$ cat config.mk
export PLATFORM = sky130hd
export DESIGN_NAME = ppu_top
export DESIGN_NICKNAME = d
export VERILOG_FILES = /design/src/verilog/ppu_pkg.sv /design/src/verilog/ppu_top.sv /design/src/verilog/ppu_palette.sv /design/src/verilog/ppu_render.sv /design/src/verilog/ppu_regs.sv
export SDC_FILE = /design/constraint.sdc
export NUM_CORES = 1
export LEC_CHECK = 0
export BUFFER_PORTS_ARGS = -buffer_cell sky130_fd_sc_hd__clkbuf_2
export CAP_MARGIN = 20
export CELL_PAD_IN_SITES_DETAIL_PLACEMENT = 2
export CELL_PAD_IN_SITES_GLOBAL_PLACEMENT = 2
export CORE_UTILIZATION = 45
export DETAILED_ROUTE_END_ITERATION = 8
export HOLD_SLACK_MARGIN = 0.1
export PLACE_DENSITY_LB_ADDON = 0.25
export SYNTH_ARGS = -nofsm -noshare
export SYNTH_HDL_FRONTEND = slang
export SYNTH_HIERARCHICAL = 1
export SYNTH_SLANG_ARGS = --single-unit
export TNS_END_PERCENT = 100
$ cat constraint.sdc
create_clock -name clk -period 12 [get_ports clk]
set_input_delay 1.2 -clock clk [delete_from_list [all_inputs] [get_ports clk]]
set_output_delay 1.2 -clock clk [all_outputs]
set_load 0.05 [all_outputs]
$ cat src/verilog/ppu_pkg.sv
package ppu_pkg;

    // cpu register offsets
    typedef enum logic [2:0] {
        PPUCTRL   = 3'd0,
        PPUMASK   = 3'd1,
        PPUSTATUS = 3'd2,
        OAMADDR   = 3'd3,
        OAMDATA   = 3'd4,
        PPUSCROLL = 3'd5,
        PPUADDR   = 3'd6,
        PPUDATA   = 3'd7
    } reg_addr_e;

    // v/t as seen by the renderer: yyy NN YYYYY XXXXX
    typedef struct packed {
        logic [2:0] fine_y;
        logic [1:0] nt;
        logic [4:0] coarse_y;
        logic [4:0] coarse_x;
    } loopy_scroll_t;

    // v/t as seen by the cpu data port
    typedef struct packed {
        logic        spare;
        logic [13:0] vaddr;
    } loopy_addr_t;

    typedef union packed {
        loopy_scroll_t scroll;
        loopy_addr_t   addr;
    } loopy_t;

    typedef struct packed {
        logic       nmi_en;
        logic       unused;   // master/slave select, no effect here
        logic       sp_size;
        logic       bg_table;
        logic       sp_table;
        logic       inc32;
        logic [1:0] base_nt;
    } ppu_ctrl_t;

    typedef struct packed {
        logic emph_b;
        logic emph_g;
        logic emph_r;
        logic sp_en;
        logic bg_en;
        logic sp_left;
        logic bg_left;
        logic grey;
    } ppu_mask_t;

    typedef enum logic [1:0] {
        FETCH_NONE,
        FETCH_NT,
        FETCH_AT,
        FETCH_PT
    } fetch_e;

    typedef struct packed {
        logic inc_x;
        logic inc_y;
        logic copy_x;
        logic copy_y;
    } scroll_step_t;

    typedef struct packed {
        logic       cs;
        logic       rw;       // 1 = read
        reg_addr_e  addr;
        logic [7:0] wdata;
    } cpu_bus_t;

    localparam int DOTS_PER_LINE   = 341;
    localparam int LINES_PER_FRAME = 262;
    localparam int VBLANK_LINE     = 241;
    localparam logic [7:0] PIXEL_BLACK = 8'h3f;

endpackage
$ cat src/verilog/ppu_top.sv
`timescale 1ns/1ps

module ppu_top import ppu_pkg::*; #(
    parameter bit SKIP_ODD_DOT = 1'b1
) (
    input  logic        clk,
    input  logic        rst,
    input  cpu_bus_t    cpu_i,
    output logic [7:0]  cpu_rdata_o,
    output logic [13:0] vram_addr_o,
    input  logic [7:0]  vram_rdata_i,
    output logic [7:0]  vram_wdata_o,
    output logic        vram_wr_o,
    output logic [7:0]  px_data_o,
    output logic        px_valid_o,
    output logic        vblank_o,
    output logic        nmi_o
);

    loopy_t       v;
    logic [2:0]   fine_x;
    ppu_ctrl_t    ctrl;
    ppu_mask_t    mask;
    fetch_e       fetch;
    logic [13:0]  fetch_addr;
    scroll_step_t step;
    logic [4:0]   palette_idx;
    logic         px_en;
    logic         px_en_q;
    logic         vblank;
    logic [7:0]   pal_rdata;
    logic         pal_wr;
    logic         pal_sel;
    logic [4:0]   pal_addr;

    ppu_regs u_regs (
        .clk          (clk),
        .rst          (rst),
        .cpu_i        (cpu_i),
        .cpu_rdata_o  (cpu_rdata_o),
        .vram_rdata_i (vram_rdata_i),
        .vram_addr_o  (vram_addr_o),
        .vram_wdata_o (vram_wdata_o),
        .vram_wr_o    (vram_wr_o),
        .pal_rdata_i  (pal_rdata),
        .pal_wr_o     (pal_wr),
        .pal_sel_o    (pal_sel),
        .fetch_i      (fetch),
        .fetch_addr_i (fetch_addr),
        .step_i       (step),
        .vblank_i     (vblank),
        .v_o          (v),
        .fine_x_o     (fine_x),
        .ctrl_o       (ctrl),
        .mask_o       (mask),
        .nmi_o        (nmi_o)
    );

    ppu_render #(
        .SKIP_ODD_DOT (SKIP_ODD_DOT)
    ) u_render (
        .clk           (clk),
        .rst           (rst),
        .v_i           (v),
        .fine_x_i      (fine_x),
        .ctrl_i        (ctrl),
        .mask_i        (mask),
        .vram_rdata_i  (vram_rdata_i),
        .fetch_o       (fetch),
        .fetch_addr_o  (fetch_addr),
        .step_o        (step),
        .palette_idx_o (palette_idx),
        .px_en_o       (px_en),
        .vblank_o      (vblank)
    );

    // renderer drives the palette unless the cpu is pointed at it
    assign pal_addr = (px_en && !pal_sel) ? palette_idx : v.addr.vaddr[4:0];

    ppu_palette u_palette (
        .clk     (clk),
        .addr_i  (pal_addr),
        .wr_i    (pal_wr),
        .wdata_i (vram_wdata_o),
        .rdata_o (pal_rdata)
    );

    // palette read takes one clock
    always_ff @(posedge clk) begin
        if (rst) begin
            px_en_q <= 1'b0;
        end else begin
            px_en_q <= px_en;
        end
    end

    assign px_valid_o = px_en_q;
    assign px_data_o  = px_en_q ? pal_rdata : PIXEL_BLACK;
    assign vblank_o   = vblank;

endmodule

$ cat src/verilog/ppu_palette.sv
`timescale 1ns/1ps

module ppu_palette (
    input  logic       clk,
    input  logic [4:0] addr_i,
    input  logic       wr_i,
    input  logic [7:0] wdata_i,
    output logic [7:0] rdata_o
);

    logic [5:0] mem [32];
    logic [5:0] rdata_q;
    logic [4:0] addr_f;

    // sprite backdrop entries 10/14/18/1c alias the bg ones
    assign addr_f = (addr_i[1:0] == 2'b00) ? {1'b0, addr_i[3:0]} : addr_i;

    always_ff @(posedge clk) begin
        if (wr_i) begin
            mem[addr_f] <= wdata_i[5:0];
        end
        rdata_q <= mem[addr_f];
    end

    assign rdata_o = {2'b00, rdata_q};  // only 64 colors

endmodule

$ cat src/verilog/ppu_render.sv
`timescale 1ns/1ps

module ppu_render import ppu_pkg::*; #(
    parameter bit SKIP_ODD_DOT = 1'b1
) (
    input  logic         clk,
    input  logic         rst,
    input  loopy_t       v_i,
    input  logic [2:0]   fine_x_i,
    input  ppu_ctrl_t    ctrl_i,
    input  ppu_mask_t    mask_i,
    input  logic [7:0]   vram_rdata_i,
    output fetch_e       fetch_o,
    output logic [13:0]  fetch_addr_o,
    output scroll_step_t step_o,
    output logic [4:0]   palette_idx_o,
    output logic         px_en_o,
    output logic         vblank_o
);

    localparam logic [8:0] LAST_DOT  = 9'(DOTS_PER_LINE - 1);
    localparam logic [8:0] LAST_LINE = 9'(LINES_PER_FRAME - 1);
    localparam logic [8:0] VBL_LINE  = 9'(VBLANK_LINE);

    logic [8:0]  dot_q;
    logic [8:0]  line_q;
    logic        odd_q;
    logic        vblank_q;
    logic        skip;
    logic        render_line;
    logic        visible;
    logic        fetch_win;
    logic [7:0]  nt_byte_q;
    logic [1:0]  attr_q;
    logic [7:0]  pt_lo_q;
    logic [1:0]  at_bits;
    logic [13:0] nt_addr;
    logic [13:0] at_addr;
    logic [13:0] pt_addr;
    logic [15:0] pt_lo_sh;
    logic [15:0] pt_hi_sh;
    logic [15:0] at_lo_sh;
    logic [15:0] at_hi_sh;
    logic [3:0]  bit_sel;
    logic [1:0]  pix;
    logic [1:0]  pal;

    // one dot short on odd frames while rendering
    assign skip = SKIP_ODD_DOT && odd_q && mask_i.bg_en &&
                  (line_q == LAST_LINE) && (dot_q == LAST_DOT - 9'd1);

    always_ff @(posedge clk) begin
        if (rst) begin
            dot_q    <= '0;
            line_q   <= '0;
            odd_q    <= 1'b0;
            vblank_q <= 1'b0;
        end else begin
            if (dot_q == LAST_DOT || skip) begin
                dot_q <= '0;
                if (line_q == LAST_LINE) begin
                    line_q <= '0;
                    odd_q  <= ~odd_q;
                end else begin
                    line_q <= line_q + 9'd1;
                end
            end else begin
                dot_q <= dot_q + 9'd1;
            end

            if (line_q == VBL_LINE && dot_q == 9'd0) begin
                vblank_q <= 1'b1;   // high from dot 1
            end else if (line_q == LAST_LINE && dot_q == 9'd0) begin
                vblank_q <= 1'b0;
            end
        end
    end

    assign render_line = (line_q < VBL_LINE - 9'd1) || (line_q == LAST_LINE);
    assign visible     = (line_q < VBL_LINE - 9'd1) && (dot_q >= 9'd1) && (dot_q <= 9'd256);
    assign fetch_win   = mask_i.bg_en && render_line &&
                         (((dot_q >= 9'd1) && (dot_q <= 9'd256)) ||
                          ((dot_q >= 9'd321) && (dot_q <= 9'd336)));

    assign nt_addr = {2'b10, v_i[11:0]};
    assign at_addr = {2'b10, v_i.scroll.nt, 4'b1111,
                      v_i.scroll.coarse_y[4:2], v_i.scroll.coarse_x[4:2]};
    // plane bit: phase 5 low, phase 0 high
    assign pt_addr = {1'b0, ctrl_i.bg_table, nt_byte_q, ~dot_q[2], v_i.scroll.fine_y};

    // quadrant inside the 32x32 attribute block
    always_comb begin
        case ({v_i.scroll.coarse_y[1], v_i.scroll.coarse_x[1]})
            2'b00:   at_bits = vram_rdata_i[1:0];
            2'b01:   at_bits = vram_rdata_i[3:2];
            2'b10:   at_bits = vram_rdata_i[5:4];
            default: at_bits = vram_rdata_i[7:6];
        endcase
    end

    always_comb begin
        fetch_o      = FETCH_NONE;
        fetch_addr_o = nt_addr;
        if (fetch_win) begin
            case (dot_q[2:0])
                3'd1: fetch_o = FETCH_NT;
                3'd3: begin
                    fetch_o      = FETCH_AT;
                    fetch_addr_o = at_addr;
                end
                3'd5, 3'd0: begin
                    fetch_o      = FETCH_PT;
                    fetch_addr_o = pt_addr;
                end
                default: fetch_o = FETCH_NONE;
            endcase
        end
    end

    // tile bytes and shifters, reload on every eighth dot
    always_ff @(posedge clk) begin
        if (fetch_win) begin
            case (dot_q[2:0])
                3'd1: nt_byte_q <= vram_rdata_i;
                3'd3: attr_q    <= at_bits;
                3'd5: pt_lo_q   <= vram_rdata_i;
                default: begin
                end
            endcase
            if (dot_q[2:0] == 3'd0) begin
                pt_lo_sh <= {pt_lo_sh[14:7], pt_lo_q};
                pt_hi_sh <= {pt_hi_sh[14:7], vram_rdata_i};  // high plane straight from bus
                at_lo_sh <= {at_lo_sh[14:7], {8{attr_q[0]}}};
                at_hi_sh <= {at_hi_sh[14:7], {8{attr_q[1]}}};
            end else begin
                pt_lo_sh <= {pt_lo_sh[14:0], 1'b0};
                pt_hi_sh <= {pt_hi_sh[14:0], 1'b0};
                at_lo_sh <= {at_lo_sh[14:0], 1'b0};
                at_hi_sh <= {at_hi_sh[14:0], 1'b0};
            end
        end
    end

    assign bit_sel = 4'd15 - {1'b0, fine_x_i};
    assign pix     = {pt_hi_sh[bit_sel], pt_lo_sh[bit_sel]};
    assign pal     = {at_hi_sh[bit_sel], at_lo_sh[bit_sel]};

    always_comb begin
        if (!mask_i.bg_en || (!mask_i.bg_left && dot_q <= 9'd8) || pix == 2'b00) begin
            palette_idx_o = 5'd0;   // backdrop
        end else begin
            palette_idx_o = {1'b0, pal, pix};
        end
    end

    always_comb begin
        step_o        = '0;
        step_o.inc_x  = fetch_win && (dot_q[2:0] == 3'd0);
        step_o.inc_y  = mask_i.bg_en && render_line && (dot_q == 9'd256);
        step_o.copy_x = mask_i.bg_en && render_line && (dot_q == 9'd257);
        step_o.copy_y = mask_i.bg_en && (line_q == LAST_LINE) &&
                        (dot_q >= 9'd280) && (dot_q <= 9'd304);
    end

    assign px_en_o  = visible;
    assign vblank_o = vblank_q;

endmodule

$ cat src/verilog/ppu_regs.sv
`timescale 1ns/1ps

module ppu_regs import ppu_pkg::*; (
    input  logic         clk,
    input  logic         rst,
    input  cpu_bus_t     cpu_i,
    output logic [7:0]   cpu_rdata_o,
    input  logic [7:0]   vram_rdata_i,
    output logic [13:0]  vram_addr_o,
    output logic [7:0]   vram_wdata_o,
    output logic         vram_wr_o,
    input  logic [7:0]   pal_rdata_i,
    output logic         pal_wr_o,
    output logic         pal_sel_o,
    input  fetch_e       fetch_i,
    input  logic [13:0]  fetch_addr_i,
    input  scroll_step_t step_i,
    input  logic         vblank_i,
    output loopy_t       v_o,
    output logic [2:0]   fine_x_o,
    output ppu_ctrl_t    ctrl_o,
    output ppu_mask_t    mask_o,
    output logic         nmi_o
);

    logic       cs_q;
    logic       rd_edge;
    logic       wr_edge;
    ppu_ctrl_t  ctrl_q;
    ppu_mask_t  mask_q;
    loopy_t     v_q;
    loopy_t     t_q;
    logic [2:0] fine_x_q;
    logic       w_q;          // first/second write toggle
    logic [7:0] io_latch_q;   // cpu data bus latch
    logic [7:0] rd_buf_q;     // PPUDATA read buffer
    logic       vram_wr_q;
    logic       pal_wr_q;
    logic       data_rd_q;
    logic       vblank_q;
    logic       vbl_occ_q;
    logic       vbl_rise;
    logic       vbl_flag;
    logic       in_pal;
    logic       inc_v;
    logic [14:0] v_inc;
    logic [7:0] status;

    // accesses start on the rising edge of cs
    assign rd_edge = cpu_i.cs & ~cs_q & cpu_i.rw;
    assign wr_edge = cpu_i.cs & ~cs_q & ~cpu_i.rw;

    assign in_pal   = (v_q.addr.vaddr[13:8] == 6'h3f);
    assign vbl_rise = vblank_i & ~vblank_q;
    assign vbl_flag = vbl_occ_q | vbl_rise;  // visible in the rising cycle already
    assign status   = {vbl_flag, 2'b00, io_latch_q[4:0]};

    // second cycle of a PPUDATA access steps v
    assign inc_v = vram_wr_q | pal_wr_q | data_rd_q;
    assign v_inc = v_q + (ctrl_q.inc32 ? 15'd32 : 15'd1);

    always_ff @(posedge clk) begin
        if (rst) begin
            cs_q       <= 1'b0;
            ctrl_q     <= '0;
            mask_q     <= '0;
            v_q        <= '0;
            t_q        <= '0;
            fine_x_q   <= '0;
            w_q        <= 1'b0;
            io_latch_q <= '0;
            rd_buf_q   <= '0;
            vram_wr_q  <= 1'b0;
            pal_wr_q   <= 1'b0;
            data_rd_q  <= 1'b0;
            vblank_q   <= 1'b0;
            vbl_occ_q  <= 1'b0;
        end else begin
            cs_q      <= cpu_i.cs;
            vblank_q  <= vblank_i;
            vram_wr_q <= 1'b0;
            pal_wr_q  <= 1'b0;
            data_rd_q <= 1'b0;

            if (vbl_rise) begin
                vbl_occ_q <= 1'b1;
            end else if (vblank_q & ~vblank_i) begin
                vbl_occ_q <= 1'b0;
            end

            // scroll steps from the renderer
            if (step_i.inc_x) begin
                if (v_q.scroll.coarse_x == 5'd31) begin
                    v_q.scroll.nt[0] <= ~v_q.scroll.nt[0];  // next nametable across
                end
                v_q.scroll.coarse_x <= v_q.scroll.coarse_x + 5'd1;
            end
            if (step_i.inc_y) begin
                if (v_q.scroll.fine_y == 3'd7) begin
                    if (v_q.scroll.coarse_y == 5'd29) begin
                        v_q.scroll.coarse_y <= 5'd0;
                        v_q.scroll.nt[1]    <= ~v_q.scroll.nt[1];
                    end else if (v_q.scroll.coarse_y == 5'd31) begin
                        v_q.scroll.coarse_y <= 5'd0;  // attribute rows, no flip
                    end else begin
                        v_q.scroll.coarse_y <= v_q.scroll.coarse_y + 5'd1;
                    end
                end
                v_q.scroll.fine_y <= v_q.scroll.fine_y + 3'd1;
            end
            if (step_i.copy_x) begin
                v_q.scroll.coarse_x <= t_q.scroll.coarse_x;
                v_q.scroll.nt[0]    <= t_q.scroll.nt[0];
            end
            if (step_i.copy_y) begin
                v_q.scroll.fine_y   <= t_q.scroll.fine_y;
                v_q.scroll.coarse_y <= t_q.scroll.coarse_y;
                v_q.scroll.nt[1]    <= t_q.scroll.nt[1];
            end

            // vram still addressed by the old v here
            if (data_rd_q) begin
                rd_buf_q <= vram_rdata_i;
            end
            if (inc_v) begin
                v_q <= v_inc;
            end

            if (rd_edge) begin
                case (cpu_i.addr)
                    PPUSTATUS: begin
                        io_latch_q <= status;
                        vbl_occ_q  <= 1'b0;
                        w_q        <= 1'b0;
                    end
                    PPUDATA: begin
                        // palette bypasses the buffer
                        io_latch_q <= in_pal ? pal_rdata_i : rd_buf_q;
                        data_rd_q  <= 1'b1;
                    end
                    default: begin
                    end
                endcase
            end

            if (wr_edge) begin
                io_latch_q <= cpu_i.wdata;
                case (cpu_i.addr)
                    PPUCTRL: begin
                        ctrl_q          <= ppu_ctrl_t'(cpu_i.wdata);
                        t_q.scroll.nt   <= cpu_i.wdata[1:0];
                    end
                    PPUMASK: mask_q <= ppu_mask_t'(cpu_i.wdata);
                    PPUSCROLL: begin
                        if (!w_q) begin
                            t_q.scroll.coarse_x <= cpu_i.wdata[7:3];
                            fine_x_q            <= cpu_i.wdata[2:0];
                        end else begin
                            t_q.scroll.coarse_y <= cpu_i.wdata[7:3];
                            t_q.scroll.fine_y   <= cpu_i.wdata[2:0];
                        end
                        w_q <= ~w_q;
                    end
                    PPUADDR: begin
                        if (!w_q) begin
                            t_q.addr.spare       <= 1'b0;
                            t_q.addr.vaddr[13:8] <= cpu_i.wdata[5:0];
                        end else begin
                            t_q.addr.vaddr[7:0] <= cpu_i.wdata;
                            v_q                 <= {t_q[14:8], cpu_i.wdata};
                        end
                        w_q <= ~w_q;
                    end
                    PPUDATA: begin
                        vram_wr_q <= ~in_pal;
                        pal_wr_q  <= in_pal;
                    end
                    default: begin
                    end
                endcase
            end
        end
    end

    // fetches own the bus, otherwise v
    assign vram_addr_o  = (fetch_i != FETCH_NONE) ? fetch_addr_i : v_q.addr.vaddr;
    assign vram_wdata_o = io_latch_q;
    assign vram_wr_o    = vram_wr_q;
    assign pal_wr_o     = pal_wr_q;
    assign pal_sel_o    = in_pal;  // v points into the palette range
    assign cpu_rdata_o  = io_latch_q;

    assign v_o      = v_q;
    assign fine_x_o = fine_x_q;
    assign ctrl_o   = ctrl_q;
    assign mask_o   = mask_q;
    assign nmi_o    = vbl_flag & ctrl_q.nmi_en;

endmodule

---- Word-level counts from Yosys, hierarchy flattened ----
Memories as Yosys holds them, arrays and structs flattened. A register that Yosys moved wholly into a read port is not among the register bits.
Index checks and enable logic that the tools add are counted.
operators by class
  reduce and logical (&&, ||, !) cells .... 58
  multiplexer cells ....................... 67
  eq/ne operators ......................... 26
  $mul .................................... 0
  bitwise gates (word level) .............. 22
  $lt $le $gt $ge ......................... 9
  div/mod/pow operators ................... 0
  shifts and indexed selects .............. 0
  add/subtract/negate cells ............... 7
operator list
  kind                                                           count
  8-bit 2-to-1 mux                                               8
  15-bit 2-to-1 mux                                              4
  5-bit 2-to-1 mux                                               11
  9-bit == test, second input constant                           5
  14-bit 2-to-1 mux                                              2
  14-bit one-hot mux with 2 select lines                         1
  9-bit less-or-equal comparator, second input constant          3
  1-bit 2-to-1 mux                                               22
  10-bit one-hot mux with 2 select lines                         1
  1-bit logical AND                                              19
  9-bit by 1-bit adder with 9-bit output, second input constant  2
  9-bit greater-or-equal comparator, second input constant       2
  1-bit binary-select mux with 4-bit select                      4
  8-bit one-hot mux with 2 select lines                          1
  15-bit adder                                                   1
  3-bit == test, second input constant                           5
  5-bit == test, second input constant                           3
  2-bit AND reduction                                            7
  1-bit NOT                                                      13
  4-bit 2-to-1 mux                                               3
  6-bit 2-to-1 mux                                               2
  2-bit one-hot mux with 3 select lines                          2
  4-bit AND reduction                                            3
  2-bit nonzero test                                             6
  other kinds (32)                                               59
word-level totals
  bits in latches ......................... 0
  memory bits (read-only) ................. 0
  memories kept ........................... 1
  input port bits ......................... 23
  memory bits (writable) .................. 192
  register bits after elaboration ......... 164
memory list
  memory         words  bits a word  read ports  clocked after memory_dff  write ports  RTL line           text
  u_palette.mem  32     6            1           1                         1            ppu_palette.sv:11  logic [5:0] mem [32];

---- Depth between registers and ports, before layout ----
  depth after elaboration ................. 11
  mapped depth ............................ 15
  gate-level depth less buffers ........... 12

---- Modules after synthesis ----
Netlist, hierarchy kept.
modules (own cells, without submodules)
  module       seq. area each (µm²)  cells an instance  area an instance (µm²)  instances
  ppu_palette  5165.0                352                6866.6                  1
  ppu_render   2862.7                378                4599.4                  1
  ppu_regs     1441.4                482                4172.8                  1
  ppu_top      20.0                  16                 165.2                   1

---- Worst setup path after synthesis ----
No wires, ideal clock.
  path type ............................... register -> output
  start point ............................. register u_render.dot_q[3]
  end point ............................... output port vram_addr_o[6]
  arrival ................................. 4.126 ns
  setup slack ............................. 6.674 ns
  cell stages (with the launch flop) ...... 9
  cell sequence ........................... dfxtp_1 -> buf_6 -> or4_4 -> o31ai_1 -> o211a_4 -> or2_2 -> clkinv_1 -> o221a_2 -> mux2_2
RTL lines
  what                                                                                        RTL line                            text
  start, declared                                                                             ppu_render.sv:25                    logic [8:0] dot_q;
  start signal, assigned                                                                      ppu_render.sv:68                    dot_q <= dot_q + 9'd1;
  9-bit by 1-bit greater-or-equal comparator with 1-bit output, or another cell as far along  ppu_render.sv:82                    (((dot_q >= 9'd1) && (dot_q <= 9'd256)) ||
  1-bit logical AND (on tied branches)                                                        ppu_render.sv:82, ppu_render.sv:83
  1-bit logical OR *                                                                          ppu_render.sv:82
  1-bit logical AND *                                                                         ppu_render.sv:81                    assign fetch_win = mask_i.bg_en && render_line &&
  net u_render.fetch_win                                                                      ppu_render.sv:32                    logic fetch_win;
  14-bit 2-to-1 mux *                                                                         ppu_render.sv:104                   if (fetch_win) begin
  net fetch_addr[6]                                                                           ppu_top.sv:25                       logic [13:0] fetch_addr;
  14-bit 2-to-1 mux *                                                                         ppu_regs.sv:186                     assign vram_addr_o = (fetch_i != FETCH_NONE) ? fetch_addr_i : v_q.addr.vaddr;
  end, declared                                                                               ppu_top.sv:10                       output logic [13:0] vram_addr_o,
The timed path passes the listed nets; every way through them passes the cells marked *.

---- Worst setup path in the final report ----
  start point ............................. register u_render.dot_q[4]
  end point ............................... memory u_palette.mem[26][0] (enable)
RTL lines
  what                                                          RTL line           text
  9-bit by 1-bit greater-or-equal comparator with 1-bit output  ppu_render.sv:80   assign visible = (line_q < VBL_LINE - 9'd1) && (dot_q >= 9'd1) && (dot_q <= 9'd256);
  1-bit logical AND                                             ppu_render.sv:80
  1-bit logical AND *                                           ppu_render.sv:80
  net px_en                                                     ppu_top.sv:28      logic px_en;
  1-bit logical AND *                                           ppu_top.sv:78      assign pal_addr = (px_en && !pal_sel) ? palette_idx : v.addr.vaddr[4:0];
  5-bit 2-to-1 mux *                                            ppu_top.sv:78
  net pal_addr[1]                                               ppu_top.sv:34      logic [4:0] pal_addr;
  2-bit logical NOT                                             ppu_palette.sv:16  assign addr_f = (addr_i[1:0] == 2'b00) ? {1'b0, addr_i[3:0]} : addr_i;
  5-bit 2-to-1 mux *                                            ppu_palette.sv:16
  end, declared                                                 ppu_palette.sv:11
Marks and branches as above.

==> summary.txt <==
Placement
  – Detailed placement HPWL: 29.8 mm
  – RePlAce Congestion: 0.860
  – Port Buffers: 62
  – Placed standard-cell area: 0.0159 mm^2

Final layout
  – ANT cells: 0
  – Area grow syn2layout: 11.0%
  – Design area: 0.0171 mm^2
  – Share of layout cells above drive strength 1: 18.5%
  – Fin nets: 1267
  – Filler cells: 3222

Critical path
  – Crit path DAT: 5080 ps
  – WS Path Type: flip-flop to flip-flop
  – CP Capture Type: flip-flop
  – Crit path launch type: flip-flop
  – R2R setup slack: 7060 ps
  – CP Max Fanout: 78
  – WP data required: 12140 ps

Floorplanning
  – I/O pin count: 65
  – Initial core utilization: 45.9%
  – Rows: 67
  – Die extent in x: 187 um
  – Core footprint: 0.0336 mm^2
  – Die Ht: 187 um
  – Area of the die: 0.0350 mm^2

Route
  – Avg Vias per Cell: 5.98
  – Final WL: 44.5 mm
  – Pre-antenna DRT Iters: 5
  – WL per Instance: 26.1 um
  – First DRT Iteration DRCs: 689
  – DRC Markers: 0
  – Final ANT Viol Nets: 0
  – Routed vias: 10201

Clock tree
  – Post-CTS sizing: 0
  – Post-CTS setup buffers: 0
  – Clock buffer depth: 3
  – TritonCTS clock tree: yes
  – Hold-fix buffers, CTS: 0
  – Worst-path clk slew: 60 ps
  – Clock sink count: 338
  – Latest clock arrival within the worst-skew pair: 540 ps
  – Total CTS buffers: 38
  – H-tree levels: 2
  – Clock root cell: clkbuf_16

Timing
  – Final worst path period share: 41.2%
  – RSZ-0062 raised after global routing: no
  – Final Hold Vio Count: 0
  – Post-route minimum period: 4940 ps
  – Setup violations, final: 0
  – Worst-margin pin slew: 1070 ps
  – Pins Over Slew Limit: 0
  – Rel. slew slack: 28.1%
  – Worst Skew: 20.1 ps
  – Fmax: 202 MHz
  – Setup TNS: 0 ps

Global routing
  – Vias in the first global route: 10996
  – Grt total ovfl: 0
  – GRT Resource Usage Total: 25.8%
  – Initial antenna violation count: 0
  – First-pass GRT wire length: 68.9 mm
  – Largest net degree at the start of global routing: 79

Worst hold path
  – Worst Hold Class: flip-flop to flip-flop

Power
  – Pwr Density: 149 mW/mm^2
  – P_leak: 5.75 nW
  – VDD IR-drop max: 0.138 mV

Yosys
  – Average size of a mapped cell: 12.9 um^2
  – Post-Syn Area: 0.0154 mm^2
  – Post-Synthesis Cells: 1195
  – Yosys warns: 6

Status
  – Run status: finished clean

Flow run
  – Total of max-cap violations: 0
-- flip-flops by register name, summed over array words and instances, names as in the netlist, 3 cells and up --
signal,flops
u_palette/mem,168
u_render/at_hi_sh,16
u_render/at_lo_sh,16
u_render/pt_hi_sh,16
u_render/pt_lo_sh,16
u_regs/t_q,15
u_regs/v_o,15
u_render/dot_q,9
u_render/line_q,9
u_regs/cpu_rdata_o,8
u_regs/rd_buf_q,8
u_render/nt_byte_q,8
u_render/pt_lo_q,8
u_palette/rdata_q,6
u_regs/ctrl_o,3
u_regs/fine_x_o,3
-- report_power, final --
group,leakage [nW],internal (mW),switching (mW)
Sequential,2.93,1.26,0.00932
Combinational,2.23,0.0366,0.103
Clock,0.587,0.664,0.476
Total,5.75,1.96,0.588
-- critical path: stages (launching register included) --
cell and delay (ps):
dfxtp_1 420, nor4_1 520, nand3_1 200, a21boi_0 500, nand2b_4 160, mux2_4 230, buf_4 790, nand3b_1 650
nor3_1 1010
-- worst paths after layout --
| check | from | endpoint | depth (start not counted) |
|---|---|---|---|
| hold / removal | u_render/pt_lo_sh[7]$_DFFE_PP_ | u_render/pt_lo_sh[8]$_DFFE_PP_ | 0 |
| setup / recovery | u_render/dot_q[4]$_SDFF_PP0_ | u_palette/mem[26][0]$_DFFE_PP_ | 8 |
| hold reg to reg | u_render/pt_lo_sh[7]$_DFFE_PP_ | u_render/pt_lo_sh[8]$_DFFE_PP_ | 0 |
| setup reg to reg | u_render/dot_q[4]$_SDFF_PP0_ | u_palette/mem[26][0]$_DFFE_PP_ | 8 |
-- layout make-up --
| type | instances | area (um^2) | share of cell area, % |
|---|---|---|---|
| Clock buffer | 48 | 1010 | 5.88 |
| Sequential cell | 338 | 9270 | 54.1 |
| Multi-Input combinational cell | 754 | 5600 | 32.7 |
| Tap cell | 448 | 561 | 3.27 |
| Clock inverter | 21 | 200 | 1.17 |
| Inverter | 18 | 67.6 | 0.394 |
| Timing Repair Buffer | 78 | 430 | 2.51 |
-- stage by stage --
step	power [mW]	setup slack (ps)	cells	hold WS [ps]	utilization [%]
final	2.55	7060	1705	438	51.0
after global routing	2.63	6760	1705	450	51.0
after CTS	2.58	7080	1705	445	51.0
after detailed placement	1.44	7140	1636	411	47.4
after global placement	1.43	7530	1636	408	47.4
after floorplan	1.39	6670	1196	400	-
-- per-layer routing --
layer  track usage [%]  share of wire (%)  up-vias
met5                 0                  0        -
met4              7.38                2.5        0
met3              2.81                3.5       73
met2              45.1                 51      248
met1              33.9                 43     5295
li1                  -                  -     4585
-- layout by cell type (no fill, tap or decap), types with 10 or more instances in the layout --
cell,n
a311oi_1,10
buf_4,16
nand2_1,136
a22oi_1,20
and3_1,21
a21oi_1,49
mux4_2,46
edfxtp_1,250
clkbuf_2,62
a211oi_1,14
nand2b_1,11
xnor2_1,10
o21ai_0,22
inv_1,16
nor2_1,90
nor3_1,17
mux2_2,17
ha_1,16
clkinv_1,10
clkbuf_16,38
nand3_1,33
dfxtp_1,88
or3_1,11
mux2i_1,58
nor2b_1,12
Note: power is estimated with default switching activity, not from simulation.
